[config.mk]
export PLATFORM = sky130hd
export DESIGN_NAME = decode_mips32_top
export DESIGN_NICKNAME = d
export VERILOG_FILES = /design/src/design/mips_decode_pkg.sv /design/src/design/uop_if.sv /design/src/design/special_decoder.sv /design/src/design/immediate_decoder.sv /design/src/design/branch_decoder.sv /design/src/design/uop_stage.sv /design/src/design/decode_mips32_top.sv
export SDC_FILE = /design/constraint.sdc
export NUM_CORES = 1
export LEC_CHECK = 0
export CELL_PAD_IN_SITES_DETAIL_PLACEMENT = 0
export CELL_PAD_IN_SITES_GLOBAL_PLACEMENT = 1
export CORE_ASPECT_RATIO = 1.25
export CORE_MARGIN = 5
export CORE_UTILIZATION = 30
export DETAILED_ROUTE_END_ITERATION = 6
export DONT_BUFFER_PORTS = 1
export PLACE_DENSITY = 0.53
export SYNTH_ARGS = -nofsm -noshare
export SYNTH_HDL_FRONTEND = slang
export SYNTH_HIERARCHICAL = 1
export SYNTH_SLANG_ARGS = --single-unit
[constraint.sdc]
create_clock -name clk -period 2.5 [get_ports clk]
set_input_delay 0 -clock clk [delete_from_list [all_inputs] [get_ports clk]]
set_output_delay 0 -clock clk [all_outputs]
set_load 0.01 [all_outputs]
[src/design/mips_decode_pkg.sv]
`default_nettype none

package mips_decode_pkg;

	typedef logic [4:0] reg_idx_t;
	typedef logic [15:0] imm_t;

	localparam reg_idx_t REG_RA = 5'd31; // link register for jal

	// major opcodes, insn[31:26]
	typedef enum logic [5:0] {
		OP_SPECIAL = 6'd0, OP_REGIMM = 6'd1, OP_J = 6'd2, OP_JAL = 6'd3,
		OP_BEQ = 6'd4, OP_BNE = 6'd5, OP_BLEZ = 6'd6, OP_BGTZ = 6'd7,
		OP_ADDIU = 6'd9, OP_SLTI = 6'd10, OP_SLTIU = 6'd11, OP_ANDI = 6'd12,
		OP_ORI = 6'd13, OP_XORI = 6'd14, OP_LUI = 6'd15,
		OP_LB = 6'd32, OP_LH = 6'd33, OP_LW = 6'd35, OP_LBU = 6'd36, OP_LHU = 6'd37,
		OP_SB = 6'd40, OP_SH = 6'd41, OP_SW = 6'd43
	} major_op_e;

	// SPECIAL function codes, insn[5:0]
	typedef enum logic [5:0] {
		FN_SLL = 6'd0, FN_SRL = 6'd2, FN_SRA = 6'd3,
		FN_SLLV = 6'd4, FN_SRLV = 6'd6, FN_SRAV = 6'd7,
		FN_JR = 6'd8, FN_JALR = 6'd9,
		FN_ADDU = 6'd33, FN_SUBU = 6'd35, FN_AND = 6'd36, FN_OR = 6'd37,
		FN_XOR = 6'd38, FN_NOR = 6'd39, FN_SLT = 6'd42, FN_SLTU = 6'd43
	} funct_e;

	typedef enum logic [7:0] {
		UOP_SLL = 8'd0, UOP_SRL = 8'd1, UOP_SRA = 8'd2, // shifts
		UOP_SLLV = 8'd3, UOP_SRLV = 8'd4, UOP_SRAV = 8'd5,
		UOP_JR = 8'd6, UOP_JALR = 8'd7,
		UOP_ADDU = 8'd16, UOP_SUBU = 8'd18, UOP_AND = 8'd19, UOP_OR = 8'd20,
		UOP_XOR = 8'd21, UOP_NOR = 8'd22, UOP_SLT = 8'd23, UOP_SLTU = 8'd24,
		UOP_BEQ = 8'd27, UOP_BNE = 8'd28, UOP_BLEZ = 8'd29, UOP_BGTZ = 8'd30,
		UOP_ADDIU = 8'd32, UOP_SLTI = 8'd33, UOP_SLTIU = 8'd34, UOP_ANDI = 8'd35,
		UOP_ORI = 8'd36, UOP_XORI = 8'd37, UOP_LUI = 8'd38,
		UOP_J = 8'd39, UOP_JAL = 8'd40,
		UOP_LW = 8'd45, UOP_LB = 8'd46, UOP_LBU = 8'd47, UOP_LH = 8'd48, UOP_LHU = 8'd49,
		UOP_SB = 8'd50, UOP_SH = 8'd51, UOP_SW = 8'd52,
		UOP_BLTZ = 8'd55, UOP_BGEZ = 8'd56,
		UOP_LI = 8'd153, UOP_MOVE = 8'd154, // addiu/or with rs = 0
		UOP_NOP = 8'd156,
		UOP_II = 8'd160 // illegal or unsupported instruction
	} uop_op_e;

endpackage

`default_nettype wire

[src/design/uop_if.sv]
`timescale 1ns/1ps
`default_nettype none

interface uop_if
	import mips_decode_pkg::*;
#(
	parameter int ADDR_WIDTH = 64
) ();

	logic hit;
	uop_op_e op;
	reg_idx_t src_a;
	logic src_a_vld;
	reg_idx_t src_b;
	logic src_b_vld;
	reg_idx_t dst;
	logic dst_vld;
	imm_t imm;
	logic [ADDR_WIDTH-1:0] jmp_target;
	logic is_br;
	logic br_pred;
	logic is_mem;

	modport dec (
		output hit, op, src_a, src_a_vld, src_b, src_b_vld, dst, dst_vld,
		output imm, jmp_target, is_br, br_pred, is_mem
	);

	modport sel (
		input hit, op, src_a, src_a_vld, src_b, src_b_vld, dst, dst_vld,
		input imm, jmp_target, is_br, br_pred, is_mem
	);

endinterface

`default_nettype wire

[src/design/special_decoder.sv]
`timescale 1ns/1ps
`default_nettype none

module special_decoder
	import mips_decode_pkg::*;
#(
	parameter int ADDR_WIDTH = 64
) (
	input wire [31:0] insn,
	input wire [ADDR_WIDTH-1:0] insn_pred_target,
	uop_if.dec u
);

	major_op_e opcode;
	funct_e funct;
	reg_idx_t rs, rt, rd;
	logic [4:0] shamt;
	uop_op_e op;
	logic hit;
	logic shift_imm;
	logic rs_first;

	assign opcode = major_op_e'(insn[31:26]);
	assign funct = funct_e'(insn[5:0]);
	assign rs = insn[25:21];
	assign rt = insn[20:16];
	assign rd = insn[15:11];
	assign shamt = insn[10:6];

	always_comb begin
		case (funct)
			FN_SLL: op = UOP_SLL;
			FN_SRL: op = UOP_SRL;
			FN_SRA: op = UOP_SRA;
			FN_SLLV: op = UOP_SLLV;
			FN_SRLV: op = UOP_SRLV;
			FN_SRAV: op = UOP_SRAV;
			FN_ADDU: op = UOP_ADDU;
			FN_SUBU: op = UOP_SUBU;
			FN_AND: op = UOP_AND;
			FN_OR: begin
				if (rs == '0)
					op = UOP_MOVE;
				else
					op = UOP_OR;
			end
			FN_XOR: op = UOP_XOR;
			FN_NOR: op = UOP_NOR;
			FN_SLT: op = UOP_SLT;
			FN_SLTU: op = UOP_SLTU;
			default: op = UOP_II; // jr/jalr belong to branch_decoder
		endcase
		hit = (opcode == OP_SPECIAL) && (op != UOP_II);
		shift_imm = funct inside {FN_SLL, FN_SRL, FN_SRA};
		rs_first = funct == FN_SUBU; // operand order matters for subu
	end

	always_comb begin
		u.hit = hit;
		u.op = UOP_SLL; // encodes as zero
		u.src_a = '0;
		u.src_a_vld = 1'b0;
		u.src_b = '0;
		u.src_b_vld = 1'b0;
		u.dst = '0;
		u.dst_vld = 1'b0;
		u.imm = '0;
		u.jmp_target = '0;
		u.is_br = 1'b0;
		u.br_pred = 1'b0;
		u.is_mem = 1'b0;
		if (hit) begin
			u.op = (rd == '0) ? UOP_NOP : op;
			u.src_a = rs_first ? rs : rt;
			u.src_a_vld = 1'b1;
			u.src_b = (shift_imm || op == UOP_MOVE) ? '0 : (rs_first ? rt : rs);
			u.src_b_vld = !shift_imm && op != UOP_MOVE;
			u.imm = shift_imm ? imm_t'(shamt) : '0; // shamt rides in imm
			u.dst = rd;
			u.dst_vld = rd != '0;
		end
	end

endmodule

`default_nettype wire

[src/design/immediate_decoder.sv]
`timescale 1ns/1ps
`default_nettype none

module immediate_decoder
	import mips_decode_pkg::*;
(
	input wire [31:0] insn,
	uop_if.dec u
);

	major_op_e opcode;
	reg_idx_t rs, rt;
	uop_op_e op;
	logic is_alu, is_load, is_store;
	logic hit;
	logic uses_rs;

	assign opcode = major_op_e'(insn[31:26]);
	assign rs = insn[25:21];
	assign rt = insn[20:16];

	always_comb begin
		op = UOP_II;
		is_alu = 1'b0;
		is_load = 1'b0;
		is_store = 1'b0;
		case (opcode)
			OP_ADDIU: begin
				is_alu = 1'b1;
				if (rs == '0)
					op = UOP_LI;
				else
					op = UOP_ADDIU;
			end
			OP_SLTI: begin op = UOP_SLTI; is_alu = 1'b1; end
			OP_SLTIU: begin op = UOP_SLTIU; is_alu = 1'b1; end
			OP_ANDI: begin op = UOP_ANDI; is_alu = 1'b1; end
			OP_ORI: begin op = UOP_ORI; is_alu = 1'b1; end
			OP_XORI: begin op = UOP_XORI; is_alu = 1'b1; end
			OP_LUI: begin op = UOP_LUI; is_alu = 1'b1; end
			OP_LB: begin op = UOP_LB; is_load = 1'b1; end
			OP_LH: begin op = UOP_LH; is_load = 1'b1; end
			OP_LW: begin op = UOP_LW; is_load = 1'b1; end
			OP_LBU: begin op = UOP_LBU; is_load = 1'b1; end
			OP_LHU: begin op = UOP_LHU; is_load = 1'b1; end
			OP_SB: begin op = UOP_SB; is_store = 1'b1; end
			OP_SH: begin op = UOP_SH; is_store = 1'b1; end
			OP_SW: begin op = UOP_SW; is_store = 1'b1; end
			default: ;
		endcase
		hit = is_alu | is_load | is_store;
		uses_rs = !(op == UOP_LI || op == UOP_LUI); // li and lui read no register
	end

	always_comb begin
		u.hit = hit;
		u.op = UOP_SLL; // zero when no hit
		u.src_a = '0;
		u.src_a_vld = 1'b0;
		u.src_b = '0;
		u.src_b_vld = 1'b0;
		u.dst = '0;
		u.dst_vld = 1'b0;
		u.imm = '0;
		u.jmp_target = '0;
		u.is_br = 1'b0;
		u.br_pred = 1'b0;
		u.is_mem = 1'b0;
		if (hit) begin
			u.op = (is_alu && rt == '0) ? UOP_NOP : op;
			u.src_a = uses_rs ? rs : '0;
			u.src_a_vld = uses_rs;
			u.src_b = is_store ? rt : '0; // store data
			u.src_b_vld = is_store;
			u.dst = is_store ? '0 : rt;
			u.dst_vld = !is_store && rt != '0;
			u.imm = insn[15:0];
			u.is_mem = is_load | is_store;
		end
	end

endmodule

`default_nettype wire

[src/design/branch_decoder.sv]
`timescale 1ns/1ps
`default_nettype none

module branch_decoder
	import mips_decode_pkg::*;
#(
	parameter int ADDR_WIDTH = 64
) (
	input wire [31:0] insn,
	input wire insn_pred,
	input wire [ADDR_WIDTH-1:0] insn_pred_target,
	uop_if.dec u
);

	major_op_e opcode;
	funct_e funct;
	reg_idx_t rs, rt, rd;
	uop_op_e op;
	logic hit;

	assign opcode = major_op_e'(insn[31:26]);
	assign funct = funct_e'(insn[5:0]);
	assign rs = insn[25:21];
	assign rt = insn[20:16];
	assign rd = insn[15:11];

	always_comb begin
		op = UOP_II;
		case (opcode)
			OP_SPECIAL: begin
				if (funct == FN_JR)
					op = UOP_JR;
				else if (funct == FN_JALR)
					op = UOP_JALR;
			end
			OP_REGIMM: begin
				if (rt == 5'd0)
					op = UOP_BLTZ;
				else if (rt == 5'd1)
					op = UOP_BGEZ; // other rt values are not supported
			end
			OP_J: op = UOP_J;
			OP_JAL: op = UOP_JAL;
			OP_BEQ: op = UOP_BEQ;
			OP_BNE: op = UOP_BNE;
			OP_BLEZ: op = UOP_BLEZ;
			OP_BGTZ: op = UOP_BGTZ;
			default: ;
		endcase
		hit = op != UOP_II;
	end

	always_comb begin
		u.hit = hit;
		u.op = UOP_SLL; // zero when no hit
		u.src_a = '0;
		u.src_a_vld = 1'b0;
		u.src_b = '0;
		u.src_b_vld = 1'b0;
		u.dst = '0;
		u.dst_vld = 1'b0;
		u.imm = '0;
		u.jmp_target = '0;
		u.is_br = 1'b0;
		u.br_pred = 1'b0;
		u.is_mem = 1'b0;
		if (hit) begin
			u.op = op;
			u.is_br = 1'b1;
			case (op)
				UOP_JR, UOP_JALR: begin
					u.src_a = rs;
					u.src_a_vld = 1'b1;
					u.jmp_target = insn_pred_target; // target comes from the predictor
					if (op == UOP_JALR) begin
						u.dst = rd;
						u.dst_vld = rd != '0;
					end
				end
				UOP_J, UOP_JAL: begin
					u.jmp_target = ADDR_WIDTH'(insn[25:0]);
					if (op == UOP_JAL) begin
						u.dst = REG_RA;
						u.dst_vld = 1'b1;
						u.br_pred = 1'b1;
					end
				end
				default: begin
					u.src_a = rs;
					u.src_a_vld = 1'b1;
					u.src_b = (op == UOP_BEQ || op == UOP_BNE) ? rt : '0;
					u.src_b_vld = op == UOP_BEQ || op == UOP_BNE;
					u.imm = insn[15:0]; // branch offset
					u.br_pred = insn_pred;
				end
			endcase
		end
	end

endmodule

`default_nettype wire

[src/design/uop_stage.sv]
`timescale 1ns/1ps
`default_nettype none

module uop_stage
	import mips_decode_pkg::*;
#(
	parameter int ADDR_WIDTH = 64
) (
	input wire clk,
	input wire rst,
	input wire insn_valid,
	input wire [ADDR_WIDTH-1:0] pc,
	input wire [15:0] pht_idx,
	uop_if.sel spec,
	uop_if.sel imm_dec,
	uop_if.sel br,
	output logic uop_valid,
	output uop_op_e uop_op,
	output reg_idx_t uop_src_a,
	output logic uop_src_a_vld,
	output reg_idx_t uop_src_b,
	output logic uop_src_b_vld,
	output reg_idx_t uop_dst,
	output logic uop_dst_vld,
	output imm_t uop_imm,
	output logic [ADDR_WIDTH-1:0] uop_jmp_target,
	output logic uop_is_br,
	output logic uop_br_pred,
	output logic uop_is_mem,
	output logic [ADDR_WIDTH-1:0] uop_pc,
	output logic [15:0] uop_pht_idx
);

	logic any_hit;
	logic [7:0] nxt_op;
	reg_idx_t nxt_src_a, nxt_src_b, nxt_dst;
	logic nxt_src_a_vld, nxt_src_b_vld, nxt_dst_vld;
	imm_t nxt_imm;
	logic [ADDR_WIDTH-1:0] nxt_jmp_target;
	logic nxt_is_br, nxt_br_pred, nxt_is_mem;

	assign any_hit = spec.hit | imm_dec.hit | br.hit;

	// at most one decoder hits, so an and-or mux is enough
	assign nxt_op = !any_hit ? UOP_II : (({8{spec.hit}} & spec.op)
		| ({8{imm_dec.hit}} & imm_dec.op) | ({8{br.hit}} & br.op));
	assign nxt_src_a = ({5{spec.hit}} & spec.src_a) | ({5{imm_dec.hit}} & imm_dec.src_a)
		| ({5{br.hit}} & br.src_a);
	assign nxt_src_b = ({5{spec.hit}} & spec.src_b) | ({5{imm_dec.hit}} & imm_dec.src_b)
		| ({5{br.hit}} & br.src_b);
	assign nxt_dst = ({5{spec.hit}} & spec.dst) | ({5{imm_dec.hit}} & imm_dec.dst)
		| ({5{br.hit}} & br.dst);
	assign nxt_imm = ({16{spec.hit}} & spec.imm) | ({16{imm_dec.hit}} & imm_dec.imm)
		| ({16{br.hit}} & br.imm);
	assign nxt_jmp_target = ({ADDR_WIDTH{spec.hit}} & spec.jmp_target)
		| ({ADDR_WIDTH{imm_dec.hit}} & imm_dec.jmp_target)
		| ({ADDR_WIDTH{br.hit}} & br.jmp_target);
	assign nxt_src_a_vld = (spec.hit & spec.src_a_vld) | (imm_dec.hit & imm_dec.src_a_vld)
		| (br.hit & br.src_a_vld);
	assign nxt_src_b_vld = (spec.hit & spec.src_b_vld) | (imm_dec.hit & imm_dec.src_b_vld)
		| (br.hit & br.src_b_vld);
	assign nxt_dst_vld = (spec.hit & spec.dst_vld) | (imm_dec.hit & imm_dec.dst_vld)
		| (br.hit & br.dst_vld);
	assign nxt_is_br = (spec.hit & spec.is_br) | (imm_dec.hit & imm_dec.is_br)
		| (br.hit & br.is_br);
	assign nxt_br_pred = (spec.hit & spec.br_pred) | (imm_dec.hit & imm_dec.br_pred)
		| (br.hit & br.br_pred);
	assign nxt_is_mem = (spec.hit & spec.is_mem) | (imm_dec.hit & imm_dec.is_mem)
		| (br.hit & br.is_mem);

	always_ff @(posedge clk) begin
		if (rst)
			uop_valid <= 1'b0;
		else
			uop_valid <= insn_valid;
		if (insn_valid) begin // fields hold while idle
			uop_op <= uop_op_e'(nxt_op);
			uop_src_a <= nxt_src_a;
			uop_src_a_vld <= nxt_src_a_vld;
			uop_src_b <= nxt_src_b;
			uop_src_b_vld <= nxt_src_b_vld;
			uop_dst <= nxt_dst;
			uop_dst_vld <= nxt_dst_vld;
			uop_imm <= nxt_imm;
			uop_jmp_target <= nxt_jmp_target;
			uop_is_br <= nxt_is_br;
			uop_br_pred <= nxt_br_pred;
			uop_is_mem <= nxt_is_mem;
			uop_pc <= pc;
			uop_pht_idx <= pht_idx;
		end
	end

endmodule

`default_nettype wire

[src/design/decode_mips32_top.sv]
`timescale 1ns/1ps
`default_nettype none

module decode_mips32_top
	import mips_decode_pkg::*;
#(
	parameter int ADDR_WIDTH = 64
) (
	input wire clk,
	input wire rst,
	input wire insn_valid,
	input wire [31:0] insn,
	input wire [ADDR_WIDTH-1:0] pc,
	input wire insn_pred,
	input wire [15:0] pht_idx,
	input wire [ADDR_WIDTH-1:0] insn_pred_target,
	output logic uop_valid,
	output uop_op_e uop_op,
	output reg_idx_t uop_src_a,
	output logic uop_src_a_vld,
	output reg_idx_t uop_src_b,
	output logic uop_src_b_vld,
	output reg_idx_t uop_dst,
	output logic uop_dst_vld,
	output imm_t uop_imm,
	output logic [ADDR_WIDTH-1:0] uop_jmp_target,
	output logic uop_is_br,
	output logic uop_br_pred,
	output logic uop_is_mem,
	output logic [ADDR_WIDTH-1:0] uop_pc,
	output logic [15:0] uop_pht_idx
);

	uop_if #(.ADDR_WIDTH(ADDR_WIDTH)) spec_u ();
	uop_if #(.ADDR_WIDTH(ADDR_WIDTH)) imm_u ();
	uop_if #(.ADDR_WIDTH(ADDR_WIDTH)) br_u ();

	special_decoder #(.ADDR_WIDTH(ADDR_WIDTH)) u_special (
		.insn(insn),
		.insn_pred_target(insn_pred_target),
		.u(spec_u.dec)
	);

	immediate_decoder u_immediate (
		.insn(insn),
		.u(imm_u.dec)
	);

	branch_decoder #(.ADDR_WIDTH(ADDR_WIDTH)) u_branch (
		.insn(insn),
		.insn_pred(insn_pred),
		.insn_pred_target(insn_pred_target),
		.u(br_u.dec)
	);

	uop_stage #(.ADDR_WIDTH(ADDR_WIDTH)) u_stage (
		.clk(clk),
		.rst(rst),
		.insn_valid(insn_valid),
		.pc(pc),
		.pht_idx(pht_idx),
		.spec(spec_u.sel),
		.imm_dec(imm_u.sel),
		.br(br_u.sel),
		.uop_valid(uop_valid),
		.uop_op(uop_op),
		.uop_src_a(uop_src_a),
		.uop_src_a_vld(uop_src_a_vld),
		.uop_src_b(uop_src_b),
		.uop_src_b_vld(uop_src_b_vld),
		.uop_dst(uop_dst),
		.uop_dst_vld(uop_dst_vld),
		.uop_imm(uop_imm),
		.uop_jmp_target(uop_jmp_target),
		.uop_is_br(uop_is_br),
		.uop_br_pred(uop_br_pred),
		.uop_is_mem(uop_is_mem),
		.uop_pc(uop_pc),
		.uop_pht_idx(uop_pht_idx)
	);

endmodule

`default_nettype wire

==> qor.csv, run 1 <==
stage,metric,value,unit
critical_path,worst-path-buf-inv,2,
global_route,grt_pass1_vias,7532,
synthesis,ys_seq_area_share,51.80,%
synthesis,synth_top_area_share,51.62,%
floorplanning,core,36300,µm²
critical_path,cp-end-kind,flip-flop,
clock_network,ctsHoldBuffers,179,
power_and_ir_drop,power.density,577.0,nW/µm²
timing,rsz0062_at_grt,no,
clock_network,clock_path_buffers,2,
floorplanning,initial_core_util,30.29,%
synthesis,yosys_warnings,6,
hold_path,hold_start,insn_valid,
placement,gp_congestion,0.8196,
critical_path,worstSetupStartpointType,input port,
critical_path,criticalPathCategory,input port to flip-flop,
timing,max_freq,0.4594,GHz
power_and_ir_drop,ir_drop,444.2,µV
clock_network,clock_sinks,190,
drt,avgRoutedWirePerCell,21.67,µm
critical_path,cpMaxStageDelayCell,dlygate4sd3_1,
timing,fin_crit,2.177,ns
critical_path,cp_top_family,simple AND/OR/NAND/NOR gates,
floorplanning,dieArea,40600,µm²
synthesis,netlist_instances,962,
placement,port_buffers,0,
critical_path,path_cells,or4_1 -> nor4_1 -> nand2b_1 -> nor3_1 -> a222oi_1 -> dlygate4sd3_1 -> inv_1,
timing,whs,-0.3406,ns
flow_run,maxCapViolCount,0,
synthesis,synth-seq-cells,190,
run_status,violations,"design-rule violations, negative hold slack",
synthesis,async_flop_share,0,%
drt,avgViaCountPerCell,4.789,
clock_network,cts_setup_buffers,0,
drt,vias,7667,
hold_path,min_path_type,input port to flip-flop,
timing,drv_slew,0,
synthesis,synthTopCellsByCount,"edfxtp_1 (189), buf_4 (156), inv_1 (123)",
synthesis,syn_area_per_cell,11.43,µm²
hold_path,hold_path_depth,0,
timing,tightest_slew,0.6908,ns
floorplanning,boundaryPins,370,
global_route,grt_util_all_layers,16.19,%
drt,drc,1,
placement,dp_hpwl,22270,µm
critical_path,cp.required,2.71,ns
finish,drive_gt1_share,8.125,%
clock_network,clk_pin_slew,0.10,ns
finish,areaGrowthSynthToFinish,19.32,%
timing,fin_tns_setup,0,ns
floorplanning,num_rows,78,
timing,setup_viol,0,
floorplanning,die_w,181.2,µm
critical_path,slowest_delay,0.61,ns
finish,final_util,36.14,%
synthesis,synth.area.top_cells,"edfxtp_1 (52%), buf_4 (11%), a222oi_1 (9.9%)",
critical_path,arrival,2.39,ns
synthesis,ys_types,63,
power_and_ir_drop,p_leak,5.631,nW
finish,nNetsFinal,1287,
critical_path,worst-path-stages,7,
clock_network,cts_root_buf,clkbuf_16,
clock_network,cts_tree,yes,
timing,relSlewSlack,53.95,%
timing,hold_violations,75,
drt,detail-route-antenna-nets,0,
synthesis,yosys.cell_count.top_type,edfxtp_1,
clock_network,cts_resized,0,
critical_path,worst-path-max-fanout,6,
run_status,status,finished with violations,
clock_network,cts-buffers-inserted,17,
timing,post-route-period-util,87.07,%
global_route,overflow,0,
drt,drt_iter0_markers,870,
drt,drtPass1Iterations,7,
synthesis,synth_edf_count,189,
synthesis,ys.flop_type,edfxtp_1,
hold_path,min_to,u_stage/uop_jmp_target[5],
floorplanning,die_h,224.0,µm
synthesis,yosysTopAreaCell,edfxtp_1,
clock_network,htree_levels,4,
global_route,antenna_found_initial,1,
drt,wl,34700,µm
global_route,grt_max_degree,191,
global_route,grt_pass1_wl,50140,µm
synthesis,mappedNetlistArea,11000,µm²
-- registers in the layout, indices dropped and copies added (netlist names) --
name / flops
u_stage/uop_src_a: 5
u_stage/uop_dst: 5
u_stage/uop_valid: 1
u_stage/uop_src_b_vld: 1
u_stage/uop_pc: 64
u_stage/uop_imm: 16
u_stage/uop_op: 8
u_stage/uop_is_br: 1
u_stage/uop_dst_vld: 1
u_stage/uop_br_pred: 1
u_stage/uop_src_a_vld: 1
u_stage/uop_pht_idx: 16
u_stage/uop_is_mem: 1
u_stage/uop_src_b: 5
u_stage/uop_jmp_target: 64
-- layer usage --
layer  global-route usage [%]  vias up  part of all wire, %
met5                        0        -                    0
met4                    4.626        0                  1.8
met3                    5.019       32                  7.4
met2                    28.29      334                   51
met1                    19.27     3737                   40
li1                         -     3564                    -
-- worst max-delay path by stage --
stage,slack (ns),start,to
finish,0.32,insn[21],u_stage/uop_src_b[3]
global route,0.20,insn[21],u_stage/uop_src_b[3]
CTS,0.42,insn[21],u_stage/uop_src_b[1]
detailed placement,0.42,insn[21],u_stage/uop_src_b[2]
global placement,0.51,insn[21],u_stage/uop_src_b[0]
floorplan,0.65,insn[0],u_stage/uop_dst[0]
-- per-stage QoR --
stage	setup WS, ns	area, µm²	power (mW)	hold WS (ns)	std cells
CTS	0.4194	13120	7.694	-0.3722	1600
global placement	0.5106	10710	4.541	0.07303	1389
detailed placement	0.4227	10710	4.539	0.07486	1389
finish	0.3232	13120	7.571	-0.3406	1601
floorplan	0.6503	11550	4.590	0.07161	1109
global route	0.2023	13120	7.872	-0.3780	1601
-- power by group --
| part | internal [mW] | switching, mW |
|---|---|---|
| clock network | 1.37 | 1.48 |
| registers | 3.80 | 0.261 |
| logic | 0.340 | 0.324 |
| total | 5.51 | 2.06 |
-- cells by family (layout without fill, tap and decap cells) --
| group | after synthesis | count (layout) | share of synthesized area, % |
|---|---|---|---|
| XOR/XNOR | 1 | 1 | 0.07967 |
| flip-flops | 190 | 190 | 51.80 |
| multiplexers | 10 | 10 | 0.9104 |
| other | 3 | 151 | 0.1024 |
| AO/OA/AOI/OAI | 182 | 182 | 15.25 |
| buffers and inverters | 346 | 357 | 19.32 |
| AND/OR/NAND/NOR | 230 | 230 | 12.54 |
-- area by class of cell --
| class | instances | area, µm² |
|---|---|---|
| Antenna cell | 1 | 2.502 |
| Clock buffer | 17 | 425.4 |
| Clock inverter | 15 | 190.2 |
| Fill cell | 3633 | 23180 |
| Inverter | 126 | 474.2 |
| Multi-Input combinational cell | 573 | 3740 |
| Sequential cell | 190 | 5695 |
| Tap cell | 480 | 600.6 |
| Timing Repair Buffer | 199 | 1992 |
-- cell usage in the layout (no fill, tap or decap), types with 7 or more instances in the layout --
master / Yosys / routed
nor3_1: 16 / 16
dlygate4sd3_1: 0 / 179
nand3_1: 8 / 8
inv_1: 123 / 122
nor2_1: 32 / 32
conb_1: 3 / 150
and2_1: 88 / 88
a22o_2: 19 / 19
nand2_1: 18 / 18
a222oi_1: 109 / 109
and3_1: 12 / 12
nor2b_1: 8 / 8
mux2i_1: 10 / 10
a21oi_1: 11 / 10
edfxtp_1: 189 / 189
a22o_1: 7 / 7
buf_4: 156 / 16
nand2b_1: 10 / 10
clkbuf_16: 0 / 17
Note: power is estimated with default switching activity, not from simulation.
==> run 2, diff against run 1 <==
- PLACE_DENSITY: 0.53 -> default
- PLACE_DENSITY_LB_ADDON: default -> 0.12
==> qor.csv, run 2 (same netlist as run 1, synthesis figures left out) <==
stage,metric,value,unit,change
run_status,status,finished with violations,,unchanged
run_status,violations,"design-rule violations, negative hold slack",,unchanged
placement,dp_hpwl,24080,µm,was 22270 µm
power_and_ir_drop,p_seq_share,54.1,%,was 53.6%
drt,vias,7650,,was 7667
finish,mostFrequentLayoutCell,edfxtp_1,,unchanged
global_route,grt_max_degree,191,,unchanged
power_and_ir_drop,p_comb_share,8.9,%,was 8.8%
power_and_ir_drop,p_leak,5.665,nW,was 5.631 nW
critical_path,arrival,2.33,ns,was 2.39 ns
clock_network,cts-buffers-inserted,17,,unchanged
global_route,grt_util_all_layers,16.87,%,was 16.19%
drt,drt_iter0_markers,807,,was 870
finish,largest_registers,"u_stage/uop_jmp_target (64), u_stage/uop_pc (64)",,unchanged
timing,setup_viol,0,,unchanged
hold_path,hold_path_depth,0,,unchanged
power_and_ir_drop,p_clk_share,37.0,%,was 37.6%
critical_path,cpMaxStageDelayCell,dlygate4sd3_1,,unchanged
power_and_ir_drop,p_sw_share,26.68,%,was 27.26%
timing,tightest_slew,0.6365,ns,was 0.6908 ns
power_and_ir_drop,power.density,569.3,nW/µm²,was 577.0 nW/µm²
finish,final_util,36.31,%,was 36.14%
drt,wl,36180,µm,was 34700 µm
critical_path,worstSetupStartpointType,input port,,unchanged
timing,max_freq,0.4694,GHz,was 0.4594 GHz
critical_path,path_cells,or4_1 -> nor4_1 -> nand2b_1 -> nor3_1 -> a222oi_1 -> dlygate4sd3_1 -> inv_1,,unchanged
clock_network,ctsHoldBuffers,180,,was 179
power_and_ir_drop,power.switching,2.002,mW,was 2.064 mW
global_route,overflow,0,,unchanged
finish,areaGrowthSynthToFinish,19.88,%,was 19.32%
timing,relSlewSlack,57.46,%,was 53.95%
placement,dpl_cell_area,10760,µm²,was 10710 µm²
drt,detail-route-antenna-nets,0,,unchanged
critical_path,slowest_delay,0.60,ns,was 0.61 ns
clock_network,clock_path_buffers,2,,unchanged
global_route,grt_pass1_vias,7623,,was 7532
timing,hold_violations,189,,was 75
clock_network,cts_setup_buffers,0,,unchanged
flow_run,maxCapViolCount,0,,unchanged
floorplanning,boundaryPins,370,,unchanged
clock_network,htree_levels,4,,unchanged
clock_network,cts_resized,0,,unchanged
finish,nNetsFinal,1295,,was 1287
global_route,antenna_found_initial,1,,unchanged
hold_path,hold_start,insn_valid,,unchanged
drt,avgRoutedWirePerCell,22.48,µm,was 21.67 µm
critical_path,criticalPathCategory,input port to flip-flop,,unchanged
clock_network,cts_tree,yes,,unchanged
clock_network,clk_pin_slew,0.09,ns,was 0.10 ns
timing,fin_tns_setup,0,ns,unchanged
timing,rsz0062_at_grt,no,,unchanged
floorplanning,num_rows,78,,unchanged
drt,avgViaCountPerCell,4.755,,was 4.789
placement,gp_congestion,0.7602,,was 0.8196
floorplanning,core,36300,µm²,unchanged
timing,drv_slew,0,,unchanged
hold_path,min_path_type,input port to flip-flop,,unchanged
timing,setup_ws,0.3697,ns,was 0.3232 ns
global_route,grt_pass1_wl,51730,µm,was 50140 µm
finish,drive_gt1_share,8.599,%,was 8.125%
placement,dp_slack,0.4656,ns,was 0.4227 ns
floorplanning,dieArea,40600,µm²,unchanged
finish,fin_area,13180,µm²,was 13120 µm²
drt,drtPass1Iterations,7,,unchanged
power_and_ir_drop,p_int,5.502,mW,was 5.507 mW
timing,whs,-0.3237,ns,was -0.3406 ns
hold_path,min_to,u_stage/uop_jmp_target[4],,was u_stage/uop_jmp_target[5]
critical_path,cp-end-kind,flip-flop,,unchanged
floorplanning,initial_core_util,30.29,%,unchanged
floorplanning,die_h,224.0,µm,unchanged
finish,layout_common_cells,"edfxtp_1 (189), dlygate4sd3_1 (180), conb_1 (150)",,"was edfxtp_1 (189), dlygate4sd3_1 (179), conb_1 (150)"
timing,post-route-period-util,85.21,%,was 87.07%
finish,fill_cells,3635,,was 3633
floorplanning,die_w,181.2,µm,unchanged
placement,port_buffers,0,,unchanged
clock_network,clock_sinks,190,,unchanged
critical_path,cp.required,2.70,ns,was 2.71 ns
drt,drc,5,,was 1
critical_path,worst-path-max-fanout,6,,unchanged
timing,fin_crit,2.130,ns,was 2.177 ns
clock_network,cts_root_buf,clkbuf_16,,unchanged
power_and_ir_drop,ir_drop,451.4,µV,was 444.2 µV
-- run 2: cell types whose count changed in the layout (fill, tap and decap cells not counted) --
cell           change
inv_12             -1
clkinv_8           +1
clkinv_2           -1
inv_6              +1
dlygate4sd3_1      +1
buf_4              +7
clkinv_4           -1
clkinv_1           +1
-- run 2: routing by layer --
layer / global-route usage [%] / vias to the layer above / wire length, µm
li1: - / 3587 / -
met1: 20.62 / 3731 / 14940
met2: 29.32 / 306 / 18330
met3: 4.580 / 24 / 2409
met4: 4.771 / 2 / 493
met5: 0 / - / 13
-- run 2: cell type report --
type | instances | area (µm²) | area share, %
clock buffers | 17 | 425.4 | 3.227
flip-flops and latches | 190 | 5695 | 43.21
well taps | 480 | 600.6 | 4.556
repair buffers | 207 | 2054 | 15.59
inverters | 126 | 474.2 | 3.598
diodes | 1 | 2.502 | 0.01898
clock inverters | 15 | 188.9 | 1.433
multi-input cells | 573 | 3740 | 28.37
-- run 2: worst max-delay path by stage --
stage | end | slack [ns] | from | depth (start not counted)
6_report | u_stage/uop_src_b[0] | 0.37 | insn[21] | 7
3_5_place_dp | u_stage/uop_src_b[1] | 0.47 | insn[21] | 6
3_3_place_gp | u_stage/uop_src_b[3] | 0.47 | insn[21] | 6
5_1_grt | u_stage/uop_src_b[0] | 0.23 | insn[21] | 7
4_1_cts | u_stage/uop_src_b[0] | 0.46 | insn[21] | 7
2_1_floorplan | u_stage/uop_dst[0] | 0.65 | insn[0] | 10
-- run 2: per-stage QoR --
step / power (mW) / cells / hold WS, ns
2_1_floorplan: 4.590 / 1109 / 0.07161
3_3_place_gp: 4.557 / 1396 / 0.09894
3_5_place_dp: 4.555 / 1396 / 0.09892
4_1_cts: 7.663 / 1608 / -0.3714
5_1_grt: 7.826 / 1608 / -0.3621
6_report: 7.504 / 1609 / -0.3237
-- run 2: power by group through the flow --
stage	clock (mW)	sequential, mW	combinational [mW]
2_1_floorplan	0	4.05	0.536
3_3_place_gp	0	4.15	0.410
3_5_place_dp	0	4.14	0.410
4_1_cts	2.92	4.07	0.675
5_1_grt	3.01	4.08	0.740
6_report	2.78	4.06	0.671
-- run 2: critical path, delay by kind of cell --
kind,cells,cell delay (ns)
AOI/OAI and AO/OA,1,0.34
and+or+nand+nor,4,1.33
buffers and inverters,2,0.64
==> run 3, diff against run 2 <==
- clock period: 2.5 -> 1.78 ns (I/O delays scaled with it)
==> qor.csv, run 3 (same netlist as run 1, synthesis figures left out) <==
stage,metric,value,unit,change
power_and_ir_drop,power,10.83,mW,was 7.504 mW
finish,largest_registers,"u_stage/uop_jmp_target (64), u_stage/uop_pc (64)",,unchanged
clock_network,cts_tree,yes,,unchanged
timing,max_freq,0.6318,GHz,
drt,drtPass1Iterations,7,,unchanged
critical_path,worst-path-buf-inv,3,,was 2
drt,avgViaCountPerCell,4.739,,was 4.755
timing,post-route-period-util,88.92,%,
global_route,grt_max_degree,191,,unchanged
finish,areaGrowthSynthToFinish,21.21,%,was 19.88%
placement,gp_congestion,0.7882,,was 0.7602
timing,fin_crit,1.583,ns,
critical_path,cp_top_family,buffers and inverters,,was simple AND/OR/NAND/NOR gates
hold_path,min_path_type,input port to flip-flop,,unchanged
timing,setup_viol,0,,unchanged
timing,drv_slew,0,,unchanged
floorplanning,dieArea,40600,µm²,unchanged
clock_network,clock_sinks,190,,unchanged
power_and_ir_drop,ir_drop,578.0,µV,was 451.4 µV
timing,setup_ws,0.1973,ns,was 0.3697 ns
clock_network,htree_levels,4,,unchanged
placement,port_buffers,0,,unchanged
global_route,grt_pass1_wl,52060,µm,was 51730 µm
floorplanning,die_h,224.0,µm,unchanged
floorplanning,boundaryPins,370,,unchanged
power_and_ir_drop,p_leak,5.736,nW,was 5.665 nW
finish,ff_latch_area,5695,µm²,unchanged
timing,whs,-0.3400,ns,was -0.3237 ns
finish,layout_common_cells,"edfxtp_1 (189), dlygate4sd3_1 (176), conb_1 (150)",,"was edfxtp_1 (189), dlygate4sd3_1 (180), conb_1 (150)"
drt,drc,7,,was 5
drt,avgRoutedWirePerCell,22.46,µm,was 22.48 µm
finish,n_antenna_cell,0,,was 1
clock_network,cts-buffers-inserted,17,,unchanged
drt,drt_iter0_markers,906,,was 807
critical_path,worst-path-max-fanout,5,,was 6
clock_network,clk_pin_slew,0.10,ns,was 0.09 ns
global_route,grt_pass1_vias,7570,,was 7623
hold_path,min_to,u_stage/uop_jmp_target[5],,was u_stage/uop_jmp_target[4]
timing,hold_violations,66,,was 189
critical_path,criticalPathCategory,input port to flip-flop,,unchanged
clock_network,clock_path_buffers,2,,unchanged
floorplanning,initial_core_util,30.29,%,unchanged
global_route,overflow,0,,unchanged
hold_path,hold_path_depth,0,,unchanged
flow_run,maxCapViolCount,0,,unchanged
placement,dp_slack,-0.1554,ns,was 0.4656 ns
global_route,antenna_found_initial,1,,unchanged
finish,nNetsFinal,1298,,was 1295
timing,rsz0062_at_grt,no,,unchanged
floorplanning,die_w,181.2,µm,unchanged
critical_path,worstSetupStartpointType,input port,,unchanged
power_and_ir_drop,power.density,812.7,nW/µm²,was 569.3 nW/µm²
finish,final_util,36.71,%,was 36.31%
hold_path,hold_start,insn_valid,,unchanged
floorplanning,core,36300,µm²,unchanged
global_route,grt_util_all_layers,16.98,%,was 16.87%
critical_path,slowest_delay,0.64,ns,was 0.60 ns
clock_network,ctsHoldBuffers,176,,was 180
clock_network,cts_root_buf,clkbuf_16,,unchanged
finish,multi_input_area,3740,µm²,unchanged
critical_path,cp-end-kind,flip-flop,,unchanged
drt,wl,36190,µm,was 36180 µm
clock_network,cts_setup_buffers,0,,unchanged
run_status,violations,"design-rule violations, negative hold slack",,unchanged
finish,fill_cells,3623,,was 3635
critical_path,critPathMostFrequentCell,dlygate4sd3_1,,
drt,detail-route-antenna-nets,0,,unchanged
critical_path,cpMaxStageDelayCell,dlygate4sd3_1,,unchanged
timing,relSlewSlack,48.12,%,was 57.46%
critical_path,path_cells,dlygate4sd3_1 -> a22o_2 -> dlygate4sd3_1 -> a222oi_1 -> inv_1,,was or4_1 -> nor4_1 -> nand2b_1 -> nor3_1 -> a222oi_1 -> dlygate4sd3_1 -> inv_1
placement,dp_hpwl,23830,µm,was 24080 µm
finish,drive_gt1_share,9.284,%,was 8.599%
floorplanning,num_rows,78,,unchanged
timing,fin_tns_setup,0,ns,unchanged
critical_path,cp.required,1.97,ns,was 2.70 ns
critical_path,arrival,1.77,ns,was 2.33 ns
drt,vias,7635,,was 7650
finish,mostFrequentLayoutCell,edfxtp_1,,unchanged
timing,tightest_slew,0.7723,ns,was 0.6365 ns
run_status,status,finished with violations,,unchanged
==> run 3: layout make-up <==
cell class	instances	area share [%]
clock inverters	15	1.690
clock buffers	17	3.192
multi-input cells	573	28.06
well taps	480	4.506
flip-flops and latches	190	42.73
inverters	126	3.558
repair buffers	210	16.26
==> run 3: metal layers <==
metal  vias up  wire length [µm]  track usage [%]
met5         -                13                0
met4         2               313            3.730
met3        16              2234            4.580
met2       290             18480            29.62
met1      3744             15150            21.12
li1       3583                 -                -
==> run 3: worst max-delay path by stage <==
stage	from	endpoint	slack, ns	depth (start not counted)
global placement	insn[21]	u_stage/uop_src_b[3]	-0.11	6
detailed placement	insn[21]	u_stage/uop_src_b[0]	-0.16	6
CTS	insn[20]	u_stage/uop_jmp_target[20]	0.23	5
global route	insn[21]	u_stage/uop_src_b[1]	0.08	6
finish	insn[13]	u_stage/uop_jmp_target[13]	0.20	5
floorplan	insn[0]	u_stage/uop_dst[0]	-0.02	10
==> run 3: what timing repair did <==
action / 4_1_cts / 5_1_grt
gates resized for setup: 0 / 0
endpoints found under the hold margin: 368 / 189
setup endpoints to repair: 0 / 0
==> run 3: stage by stage <==
stage / instances / instance area (µm²)
2_1_floorplan: 1109 / 11550
3_3_place_gp: 1403 / 10920
3_5_place_dp: 1403 / 10920
4_1_cts: 1611 / 13330
5_1_grt: 1611 / 13330
6_report: 1611 / 13330
==> run 3: where the power goes <==
group	leakage (nW)	total, mW	internal, mW	switching (mW)
sequential	1.83	5.71	5.33	0.374
combinational	3.59	0.949	0.489	0.460
clock	0.313	4.18	2.09	2.08
total	5.74	10.8	7.91	2.92
